## src/rtl/ddr_buf_defines.svh

```systemverilog
`ifndef DDR_BUF_DEFINES_SVH
`define DDR_BUF_DEFINES_SVH

// ==========================================================================
// word and beat geometry
// ==========================================================================

// scratch memory word
`define DWIDTH    16

// words per ddr beat
`define RATE      4
`define RATELOG   2

// earliest word sits in the top slot
`define BWIDTH    (`RATE*`DWIDTH)

// ==========================================================================
// burst and address sizing
// ==========================================================================

// beats per burst, one burst per transfer
`define BURST_MAX 8

// beat index bits inside a buffer
`define BUFSIZE   3

// word address bits
`define IMGSIZE   16

// up to RATE*BURST_MAX words
`define LWIDTH    6

`endif

```

## src/rtl/ddr_buf_pkg.sv

```systemverilog
`default_nettype none

`include "ddr_buf_defines.svh"

package ddr_buf_pkg;

  // data
  typedef logic signed [`DWIDTH-1:0] word_t;
  typedef logic [`BWIDTH-1:0]        beat_t;

  // addresses and lengths
  typedef logic [`IMGSIZE-1:0]       addr_t;
  typedef logic [`LWIDTH-1:0]        len_t;
  typedef logic [`BUFSIZE-1:0]       buf_addr_t;

  typedef enum logic {
    DDR_READ  = 1'b0,
    DDR_WRITE = 1'b1
  } ddr_mode_e;

  typedef enum logic [1:0] {
    PK_IDLE = 2'd0,
    PK_FILL = 2'd1,
    PK_REQ  = 2'd2
  } pack_state_e;

  // words to beats, rounded up
  function automatic len_t beat_count(input len_t words);
    return len_t'(words[`LWIDTH-1:`RATELOG]) + len_t'(|words[`RATELOG-1:0]);
  endfunction

endpackage

`default_nettype wire

```

## src/rtl/ddr_burst_if.sv

```systemverilog
`default_nettype none

interface ddr_burst_if;
  import ddr_buf_pkg::*;

  // request, valid only while req is high
  logic      req;
  ddr_mode_e mode;
  addr_t     base;
  len_t      len;

  // beat traffic between buffer and ddr master
  logic      we;
  buf_addr_t addr;
  beat_t     wdata;
  beat_t     rdata;

  // buffer side
  modport side (
    output req,
    output mode,
    output base,
    output len,
    output rdata,
    input  we,
    input  addr,
    input  wdata
  );

  // arbiter side
  modport port (
    input  req,
    input  mode,
    input  base,
    input  len,
    input  rdata,
    output we,
    output addr,
    output wdata
  );

endinterface

`default_nettype wire

```

## src/rtl/buffer_port_mux.sv

```systemverilog
`default_nettype none

module buffer_port_mux (
  input  wire                          clk,
  input  wire                          xrst,
  ddr_burst_if.port                    pre_bus,
  ddr_burst_if.port                    post_bus,
  input  wire ddr_buf_pkg::word_t      pre_word,
  input  wire logic                    last_we,
  input  wire ddr_buf_pkg::word_t      last_wdata,
  input  wire logic                    ddr_we,
  input  wire ddr_buf_pkg::buf_addr_t  ddr_waddr,
  input  wire ddr_buf_pkg::beat_t      ddr_wdata,
  input  wire ddr_buf_pkg::buf_addr_t  ddr_raddr,
  output logic                         ddr_req,
  output ddr_buf_pkg::ddr_mode_e       ddr_mode,
  output ddr_buf_pkg::addr_t           ddr_base,
  output ddr_buf_pkg::len_t            ddr_len,
  output ddr_buf_pkg::beat_t           ddr_rdata,
  output ddr_buf_pkg::word_t           mem_rdata
);
  import ddr_buf_pkg::*;

  logic      hold_q;
  ddr_mode_e hold_mode_q;
  addr_t     hold_base_q;
  len_t      hold_len_q;
  buf_addr_t raddr_q;

  // ==========================================================================
  // request arbitration
  // ==========================================================================

  // read wins, a colliding write goes one cycle later
  always_ff @(posedge clk) begin
    if (!xrst) begin
      ddr_req  <= 1'b0;
      ddr_mode <= DDR_READ;
      ddr_base <= '0;
      ddr_len  <= '0;
      hold_q   <= 1'b0;
    end else begin
      ddr_req <= pre_bus.req || post_bus.req || hold_q;
      hold_q  <= pre_bus.req && (post_bus.req || hold_q);
      if (pre_bus.req) begin
        ddr_mode <= pre_bus.mode;
        ddr_base <= pre_bus.base;
        ddr_len  <= pre_bus.len;
      end else if (hold_q) begin
        ddr_mode <= hold_mode_q;
        ddr_base <= hold_base_q;
        ddr_len  <= hold_len_q;
      end else if (post_bus.req) begin
        ddr_mode <= post_bus.mode;
        ddr_base <= post_bus.base;
        ddr_len  <= post_bus.len;
      end
    end
  end

  // copy of the write request
  always_ff @(posedge clk) begin
    if (post_bus.req) begin
      hold_mode_q <= post_bus.mode;
      hold_base_q <= post_bus.base;
      hold_len_q  <= post_bus.len;
    end
  end

  // ==========================================================================
  // beat routing
  // ==========================================================================

  // fill beats go straight to the prefetch buffer
  assign pre_bus.we    = ddr_we;
  assign pre_bus.addr  = ddr_waddr;
  assign pre_bus.wdata = ddr_wdata;

  // drain is read only
  always_ff @(posedge clk) begin
    raddr_q <= ddr_raddr;
  end

  assign post_bus.we    = 1'b0;
  assign post_bus.addr  = raddr_q;
  assign post_bus.wdata = '0;

  assign ddr_rdata = post_bus.rdata;

  // word written last cycle beats the buffer
  always_ff @(posedge clk) begin
    if (!xrst) begin
      mem_rdata <= '0;
    end else begin
      mem_rdata <= last_we ? last_wdata : pre_word;
    end
  end

endmodule

`default_nettype wire

```

## src/rtl/ddr_buf_top.sv

```systemverilog
`default_nettype none

module ddr_buf_top (
  input  wire                          clk,
  input  wire                          xrst,
  input  wire logic                    pre_en,
  input  wire ddr_buf_pkg::addr_t      pre_base,
  input  wire ddr_buf_pkg::len_t       read_len,
  input  wire ddr_buf_pkg::len_t       write_len,
  input  wire logic                    mem_we,
  input  wire ddr_buf_pkg::addr_t      mem_addr,
  input  wire ddr_buf_pkg::word_t      mem_wdata,
  input  wire logic                    ddr_we,
  input  wire ddr_buf_pkg::buf_addr_t  ddr_waddr,
  input  wire ddr_buf_pkg::beat_t      ddr_wdata,
  input  wire ddr_buf_pkg::buf_addr_t  ddr_raddr,
  output logic                         ddr_req,
  output ddr_buf_pkg::ddr_mode_e       ddr_mode,
  output ddr_buf_pkg::addr_t           ddr_base,
  output ddr_buf_pkg::len_t            ddr_len,
  output ddr_buf_pkg::beat_t           ddr_rdata,
  output ddr_buf_pkg::word_t           mem_rdata
);
  import ddr_buf_pkg::*;

  word_t pre_word;
  logic  last_we;
  word_t last_wdata;

  ddr_burst_if pre_bus ();
  ddr_burst_if post_bus ();

  prefetch_buffer prefetch_buffer_inst (
    .clk      (clk),
    .xrst     (xrst),
    .pre_en   (pre_en),
    .pre_base (pre_base),
    .read_len (read_len),
    .mem_addr (mem_addr),
    .pre_word (pre_word),
    .bus      (pre_bus.side)
  );

  write_packer write_packer_inst (
    .clk        (clk),
    .xrst       (xrst),
    .pre_en     (pre_en),
    .write_len  (write_len),
    .mem_we     (mem_we),
    .mem_addr   (mem_addr),
    .mem_wdata  (mem_wdata),
    .last_we    (last_we),
    .last_wdata (last_wdata),
    .bus        (post_bus.side)
  );

  buffer_port_mux buffer_port_mux_inst (
    .clk        (clk),
    .xrst       (xrst),
    .pre_bus    (pre_bus.port),
    .post_bus   (post_bus.port),
    .pre_word   (pre_word),
    .last_we    (last_we),
    .last_wdata (last_wdata),
    .ddr_we     (ddr_we),
    .ddr_waddr  (ddr_waddr),
    .ddr_wdata  (ddr_wdata),
    .ddr_raddr  (ddr_raddr),
    .ddr_req    (ddr_req),
    .ddr_mode   (ddr_mode),
    .ddr_base   (ddr_base),
    .ddr_len    (ddr_len),
    .ddr_rdata  (ddr_rdata),
    .mem_rdata  (mem_rdata)
  );

endmodule

`default_nettype wire

```

## src/rtl/prefetch_buffer.sv

```systemverilog
`default_nettype none

`include "ddr_buf_defines.svh"

module prefetch_buffer (
  input  wire                      clk,
  input  wire                      xrst,
  input  wire logic                pre_en,
  input  wire ddr_buf_pkg::addr_t  pre_base,
  input  wire ddr_buf_pkg::len_t   read_len,
  input  wire ddr_buf_pkg::addr_t  mem_addr,
  output ddr_buf_pkg::word_t       pre_word,
  ddr_burst_if.side                bus
);
  import ddr_buf_pkg::*;

  logic                req_q;
  addr_t               base_q;
  len_t                len_q;
  logic                filled_q;
  addr_t               offset;
  buf_addr_t           ram_addr;
  beat_t               ram_rdata;
  logic [`RATELOG-1:0] word_sel_q;

  // ==========================================================================
  // read request
  // ==========================================================================

  always_ff @(posedge clk) begin
    if (!xrst) begin
      req_q  <= 1'b0;
      base_q <= '0;
      len_q  <= '0;
    end else begin
      req_q <= pre_en;
      if (pre_en) begin
        base_q <= pre_base;
        len_q  <= beat_count(read_len);
      end
    end
  end

  assign bus.req  = req_q;
  assign bus.mode = DDR_READ;
  assign bus.base = base_q;
  assign bus.len  = len_q;

  // ==========================================================================
  // buffer
  // ==========================================================================

  // nothing valid until the first beat lands
  always_ff @(posedge clk) begin
    if (!xrst) begin
      filled_q <= 1'b0;
    end else if (bus.we) begin
      filled_q <= 1'b1;
    end
  end

  assign offset   = mem_addr - base_q;
  // fill beats take the port
  assign ram_addr = bus.we ? bus.addr : offset[`BUFSIZE+`RATELOG-1:`RATELOG];

  sp_ram #(
    .WIDTH     (`BWIDTH),
    .DEPTH_LOG (`BUFSIZE)
  ) pre_ram (
    .clk   (clk),
    .we    (bus.we),
    .addr  (ram_addr),
    .wdata (bus.wdata),
    .rdata (ram_rdata)
  );

  always_ff @(posedge clk) begin
    word_sel_q <= offset[`RATELOG-1:0];
  end

  // slot 0 is the top word
  assign pre_word  = filled_q ? ram_rdata[`BWIDTH-1-word_sel_q*`DWIDTH -: `DWIDTH] : '0;
  assign bus.rdata = ram_rdata;

endmodule

`default_nettype wire

```

## src/rtl/sp_ram.sv

```systemverilog
`default_nettype none

module sp_ram #(
  parameter int WIDTH     = $bits(ddr_buf_pkg::beat_t),
  parameter int DEPTH_LOG = $bits(ddr_buf_pkg::buf_addr_t)
) (
  input  wire logic                 clk,
  input  wire logic                 we,
  input  wire logic [DEPTH_LOG-1:0] addr,
  input  wire logic [WIDTH-1:0]     wdata,
  output logic      [WIDTH-1:0]     rdata
);

  logic [WIDTH-1:0] mem [2**DEPTH_LOG];

  always_ff @(posedge clk) begin
    if (we) begin
      mem[addr] <= wdata;
    end
  end

  // registered read, old data on a write
  always_ff @(posedge clk) begin
    rdata <= mem[addr];
  end

endmodule

`default_nettype wire

```

## src/rtl/write_packer.sv

```systemverilog
`default_nettype none

`include "ddr_buf_defines.svh"

module write_packer (
  input  wire                      clk,
  input  wire                      xrst,
  input  wire logic                pre_en,
  input  wire ddr_buf_pkg::len_t   write_len,
  input  wire logic                mem_we,
  input  wire ddr_buf_pkg::addr_t  mem_addr,
  input  wire ddr_buf_pkg::word_t  mem_wdata,
  output logic                     last_we,
  output ddr_buf_pkg::word_t       last_wdata,
  ddr_burst_if.side                bus
);
  import ddr_buf_pkg::*;

  pack_state_e         state_q;
  len_t                write_len_q;
  len_t                cnt_q;
  addr_t               base_q;
  beat_t               beat_q;
  logic                wr_pending_q;
  buf_addr_t           wr_addr_q;
  logic                req_q;
  logic                accept;
  logic                last_word;
  logic [`RATELOG-1:0] slot;
  buf_addr_t           ram_addr;
  beat_t               ram_rdata;

  assign accept    = mem_we && state_q != PK_REQ;
  assign last_word = len_t'(cnt_q + 1'b1) == write_len_q;
  assign slot      = cnt_q[`RATELOG-1:0];

  always_ff @(posedge clk) begin
    if (!xrst) begin
      write_len_q <= '0;
    end else if (pre_en) begin
      write_len_q <= write_len;
    end
  end

  // ==========================================================================
  // transaction control
  // ==========================================================================

  always_ff @(posedge clk) begin
    if (!xrst) begin
      state_q <= PK_IDLE;
      req_q   <= 1'b0;
    end else begin
      req_q <= 1'b0;
      case (state_q)
        PK_IDLE: begin
          if (mem_we) begin
            state_q <= last_word ? PK_REQ : PK_FILL;
          end
        end
        PK_FILL: begin
          if (mem_we && last_word) begin
            state_q <= PK_REQ;
          end
        end
        // last beat is in the buffer by now
        PK_REQ: begin
          state_q <= PK_IDLE;
          req_q   <= 1'b1;
        end
        default: begin
          state_q <= PK_IDLE;
        end
      endcase
    end
  end

  always_ff @(posedge clk) begin
    if (!xrst) begin
      cnt_q <= '0;
    end else if (state_q == PK_REQ) begin
      cnt_q <= '0;
    end else if (mem_we) begin
      cnt_q <= cnt_q + 1'b1;
    end
  end

  // first word sets the burst base
  always_ff @(posedge clk) begin
    if (state_q == PK_IDLE && mem_we) begin
      base_q <= mem_addr;
    end
  end

  // ==========================================================================
  // packing
  // ==========================================================================

  always_ff @(posedge clk) begin
    if (accept) begin
      if (slot == '0) begin
        beat_q <= {mem_wdata, {(`BWIDTH-`DWIDTH){1'b0}}};
      end else begin
        beat_q[`BWIDTH-1-slot*`DWIDTH -: `DWIDTH] <= mem_wdata;
      end
    end
  end

  // full beat or short last one
  always_ff @(posedge clk) begin
    if (!xrst) begin
      wr_pending_q <= 1'b0;
    end else begin
      wr_pending_q <= accept && (slot == `RATELOG'(`RATE-1) || last_word);
    end
  end

  always_ff @(posedge clk) begin
    wr_addr_q <= cnt_q[`BUFSIZE+`RATELOG-1:`RATELOG];
  end

  assign ram_addr = wr_pending_q ? wr_addr_q : bus.addr;

  sp_ram #(
    .WIDTH     (`BWIDTH),
    .DEPTH_LOG (`BUFSIZE)
  ) post_ram (
    .clk   (clk),
    .we    (wr_pending_q),
    .addr  (ram_addr),
    .wdata (beat_q),
    .rdata (ram_rdata)
  );

  assign bus.req   = req_q;
  assign bus.mode  = DDR_WRITE;
  assign bus.base  = base_q;
  assign bus.len   = beat_count(write_len_q);
  assign bus.rdata = ram_rdata;

  // for the read bypass
  always_ff @(posedge clk) begin
    if (!xrst) begin
      last_we <= 1'b0;
    end else begin
      last_we <= mem_we;
    end
  end

  always_ff @(posedge clk) begin
    last_wdata <= mem_wdata;
  end

endmodule

`default_nettype wire

```

## config.mk

```make
export PLATFORM = sky130hd
export DESIGN_NAME = ddr_buf_top
export DESIGN_NICKNAME = d
export VERILOG_FILES = /design/src/rtl/ddr_buf_pkg.sv /design/src/rtl/ddr_burst_if.sv /design/src/rtl/buffer_port_mux.sv /design/src/rtl/ddr_buf_top.sv /design/src/rtl/prefetch_buffer.sv /design/src/rtl/sp_ram.sv /design/src/rtl/write_packer.sv
export VERILOG_INCLUDE_DIRS = /design/src /design/src/rtl
export SDC_FILE = /design/constraint.sdc
export NUM_CORES = 2
export LEC_CHECK = 0
export ABC_AREA = 0
export BUFFER_PORTS_ARGS = -buffer_cell sky130_fd_sc_hd__buf_2
export CORE_AREA = 2 2 338 340
export DETAILED_ROUTE_END_ITERATION = 8
export DIE_AREA = 0 0 340 342
export SLEW_MARGIN = 10
export SYNTH_ARGS = -nofsm -noshare
export SYNTH_HDL_FRONTEND = slang
export SYNTH_SLANG_ARGS = --single-unit
```

## constraint.sdc

```tcl
create_clock -name clk -period 13.1 [get_ports clk]
set_clock_uncertainty 0.2 [all_clocks]
set_input_delay 0 -clock clk [delete_from_list [all_inputs] [get_ports clk]]
set_output_delay 0 -clock clk [all_outputs]
set_load 0.05 [all_outputs]
```

==> run metrics <==
outcome completed; reg-to-reg critical path endpoint prefetch_buffer_inst.pre_ram.mem[1][36]$_DFFE_PP_; Resized cells post-CTS 0; synthesized cell area 50,490 µm²; I/O Buffers 237; I/O pins 239; # nets final 4,411; critical path's slowest cell nand3_4; FF-to-FF setup slack 8.00 ns; # setup viols final 0; die width 340 µm; CTS root buf clkbuf_16; number of global-route vias before repair 30,500; H-tree levels 4; Area growth syn-to-layout 20.34%; Worst slew margin 0.1874; Num CTS Buffers 140; Critical Path Start Type flop; required time of the critical path 13.25 ns; WS Path Type flop to flop; fillers 9,321; Seq/Total Area, Yosys 0.7611; arrival time at the worst endpoint 5.26 ns; CP most frequent cell buf_4; syn avg cell area 13.41 µm²; VDD IR max 0.0001272 V; setup TNS 0 ns; maximum clock rate 0.1960 GHz; Die Y 342 µm; CTS tree yes; critical path depth 9; DRC viols 0; # clock sinks 1,357; crit share post-route 0.3895; LEAKAGE 0.02183 µW; CP max FO 75; first-pass GRT wire length 193,400 µm; Hold Path Class input port to flop; Yosys cell types 48; critical hold path startpoint ddr_waddr[1]; pin count of the biggest net entering global routing 97; initial antenna violation count 16; Post-Syn Instances 3,766; syn_nets 3,914; total number of vias 31,490; Post-synth EDFFs 1,125; DP HPWL 67,730 µm; overall power 9878 µW; Slew @ Worst Pin 1.219 ns; iteration-0 DRC count of the detailed router 3,064; DR vias/cell 5.334; Final Max Slew Viols 0; Final ANT Viol Nets 0; R2R depth 9; Ys Warns 0; Reg clk slew, reported paths 0.06 ns; Synth top area share 0.6691; WP buf/inv 4; nature of the critical path endpoint flop; share of cells above drive strength 1 0.1244; Cell Chain, Critical Path inv_1 > ha_1 > nor4b_1 > a211oi_1 > nand3_4 > buf_4 > nor3_2 > buf_4 > buf_4; Routed WL per cell 22.10 µm; top post-synthesis cells by area edfxtp_1 (67%), dfxtp_1 (9.2%), nand2_1 (6.8%); First-pass DRT Iterations 5; multi-input logic area 11,160 µm²; Period minus WS final 5.102 ns; Seq cells post-synth 1,357; # rows 124; routed wire length 130,400 µm; overall routing resource usage 0.2214; routability cong. 0.7727; CP peak stage delay 0.80 ns; leading area contributor after synthesis edfxtp_1; delay-heaviest family, CP buffers and inverters; P per Cell Area 162.6 nW/µm²; RSZ-0062 raised after global routing false; final hold slack 0.01584 ns; clock buffer depth 3; Seq. cell area 38,430 µm²; r2r startpoint prefetch_buffer_inst.bus.base[3]$_SDFFE_PN0P_; FFs w/ async S/R, synth 0; Post-CTS Hold Fix Bufs 304; Worst-Skew Late Latency 0.75 ns; Synth Flop Type edfxtp_1; maxcap violations 0; WHS Endpoint prefetch_buffer_inst.pre_ram.mem[7][52]$_DFFE_PP_; Initial Util 0.4464; post-CTS setup buffer count 0; remaining global-route overflow 0; core area 113,100 µm²; Hold Path Depth 3; die area 116,300 µm²; Hold Violations, Final 0
## synth_stat cells (2+ instances only)
cell	count
a211oi_1	4
a21oi_1	307
a22oi_1	16
a22oi_4	2
a31oi_1	66
a32o_1	64
and2_1	19
and3_1	7
buf_1	21
buf_2	88
buf_4	7
buf_6	5
clkbuf_1	113
dfxtp_1	232
edfxtp_1	1125
ha_1	12
inv_1	18
inv_2	3
mux2i_1	65
mux4_2	16
nand2_1	912
nand2b_1	4
nand3_1	136
nand4_1	4
nor2_1	262
nor2b_1	52
nor3_1	8
nor3b_1	5
nor4b_1	2
o21a_1	3
o21ai_0	78
o21ai_1	9
o22ai_1	4
or2_2	2
or4_1	64
xnor2_1	9
xor2_1	11
## registers in the layout (all words and copies together), names as in the netlist, 16 cells and up
signal                              cells
buffer_port_mux_inst.ddr_base          16
buffer_port_mux_inst.hold_base_q       16
write_packer_inst.last_wdata           16
write_packer_inst.post_ram.mem        512
prefetch_buffer_inst.pre_ram.rdata     64
write_packer_inst.post_ram.rdata       64
write_packer_inst.bus.base             16
write_packer_inst.beat_q               64
prefetch_buffer_inst.bus.base          16
prefetch_buffer_inst.pre_ram.mem      512
buffer_port_mux_inst.mem_rdata         16
## cell type report
class,count,share of cell area
Clock buffer,207,0.06683
Inverter,21,0.001297
Sequential cell,1357,0.6325
Antenna cell,10,0.0004119
Timing Repair Buffer,589,0.07554
Clock inverter,53,0.008567
Tap cell,1512,0.03114
Multi-Input combinational cell,2154,0.1837
## worst reg2reg max path: cells and delay by family (launching register included)
family	cells	cell delay, ns
adders and majority gates	1	0.34
DFF	1	0.35
and+or+nand+nor	3	1.23
AOI/OAI and AO/OA	1	0.77
buffers and inverters	4	1.80
## per-layer routing
metal / GRT usage / vias up / share of wire
li1: - / 14590 / -
met1: 0.2902 / 15660 / 0.41
met2: 0.3761 / 1014 / 0.50
met3: 0.03989 / 211 / 0.065
met4: 0.06822 / 16 / 0.024
met5: 0 / - / 0.00080
## per-stage QoR
stage / cells / instance area (µm²) / worst slack, ns / util
floorplan: 3766 / 50490 / 6.011 / -
global placement: 5329 / 53110 / 7.966 / 0.4696
detailed placement: 5329 / 53110 / 7.971 / 0.4696
CTS: 5893 / 60730 / 7.913 / 0.5370
global route: 5896 / 60740 / 7.654 / 0.5370
finish: 5903 / 60760 / 7.998 / 0.5372
## power by group
group | total (µW) | internal [µW] | switching, µW | leakage, µW
Sequential | 5000 | 4870 | 129 | 0.0122
Combinational | 945 | 312 | 634 | 0.00737
Clock | 3930 | 2280 | 1650 | 0.00224
Total | 9880 | 7470 | 2410 | 0.0218
## how the worst max path moves through the flow
stage / from / to / slack, ns
final: prefetch_buffer_inst.bus.base[3]$_SDFFE_PN0P_ / prefetch_buffer_inst.pre_ram.mem[1][36]$_DFFE_PP_ / 8.00
after global routing: prefetch_buffer_inst.bus.base[3]$_SDFFE_PN0P_ / prefetch_buffer_inst.pre_ram.mem[1][36]$_DFFE_PP_ / 7.65
after CTS: prefetch_buffer_inst.bus.base[3]$_SDFFE_PN0P_ / prefetch_buffer_inst.pre_ram.mem[1][30]$_DFFE_PP_ / 7.91
after detailed placement: prefetch_buffer_inst.bus.base[3]$_SDFFE_PN0P_ / prefetch_buffer_inst.pre_ram.mem[1][30]$_DFFE_PP_ / 7.97
after global placement: prefetch_buffer_inst.bus.base[3]$_SDFFE_PN0P_ / prefetch_buffer_inst.pre_ram.mem[1][29]$_DFFE_PP_ / 7.97
after floorplan: prefetch_buffer_inst.bus.base[2]$_SDFFE_PN0P_ / prefetch_buffer_inst.pre_ram.mem[2][0]$_DFFE_PP_ / 6.01
## placed cells by master, fill, tap and decap left out, drive strengths merged, types with 3 or more instances in the layout
| master | count |
|---|---|
| a21oi | 307 |
| nand2 | 913 |
| o21a | 3 |
| xor2 | 11 |
| and2 | 19 |
| nor2b | 52 |
| a31oi | 66 |
| edfxtp | 1125 |
| a211oi | 4 |
| mux2i | 65 |
| clkinv | 38 |
| inv | 27 |
| and3 | 7 |
| dfxtp | 232 |
| nor3 | 8 |
| nor3b | 5 |
| diode | 10 |
| bufinv | 6 |
| ha | 12 |
| clkbuf | 207 |
| nand2b | 4 |
| xnor2 | 9 |
| a22oi | 18 |
| clkinvlp | 3 |
| a32o | 64 |
| buf | 285 |
| nand4 | 4 |
| dlygate4sd3 | 304 |
| nand3 | 136 |
| or4 | 64 |
| o21ai | 87 |
| mux4 | 16 |
| nor2 | 262 |
| o22ai | 4 |
## cell families after synthesis
| logic type | after synthesis | synth area share |
|---|---|---|
| AOI/OAI and AO/OA | 559 | 0.06597 |
| xor gates and xnor gates | 20 | 0.003470 |
| adders and majority gates | 13 | 0.003370 |
| buffers and inverters | 255 | 0.02240 |
| DFF | 1357 | 0.7611 |
| muxes | 81 | 0.02002 |
| other | 1 | 0.00007428 |
| and+or+nand+nor | 1480 | 0.1236 |
Power figures use the tool's default switching activity.
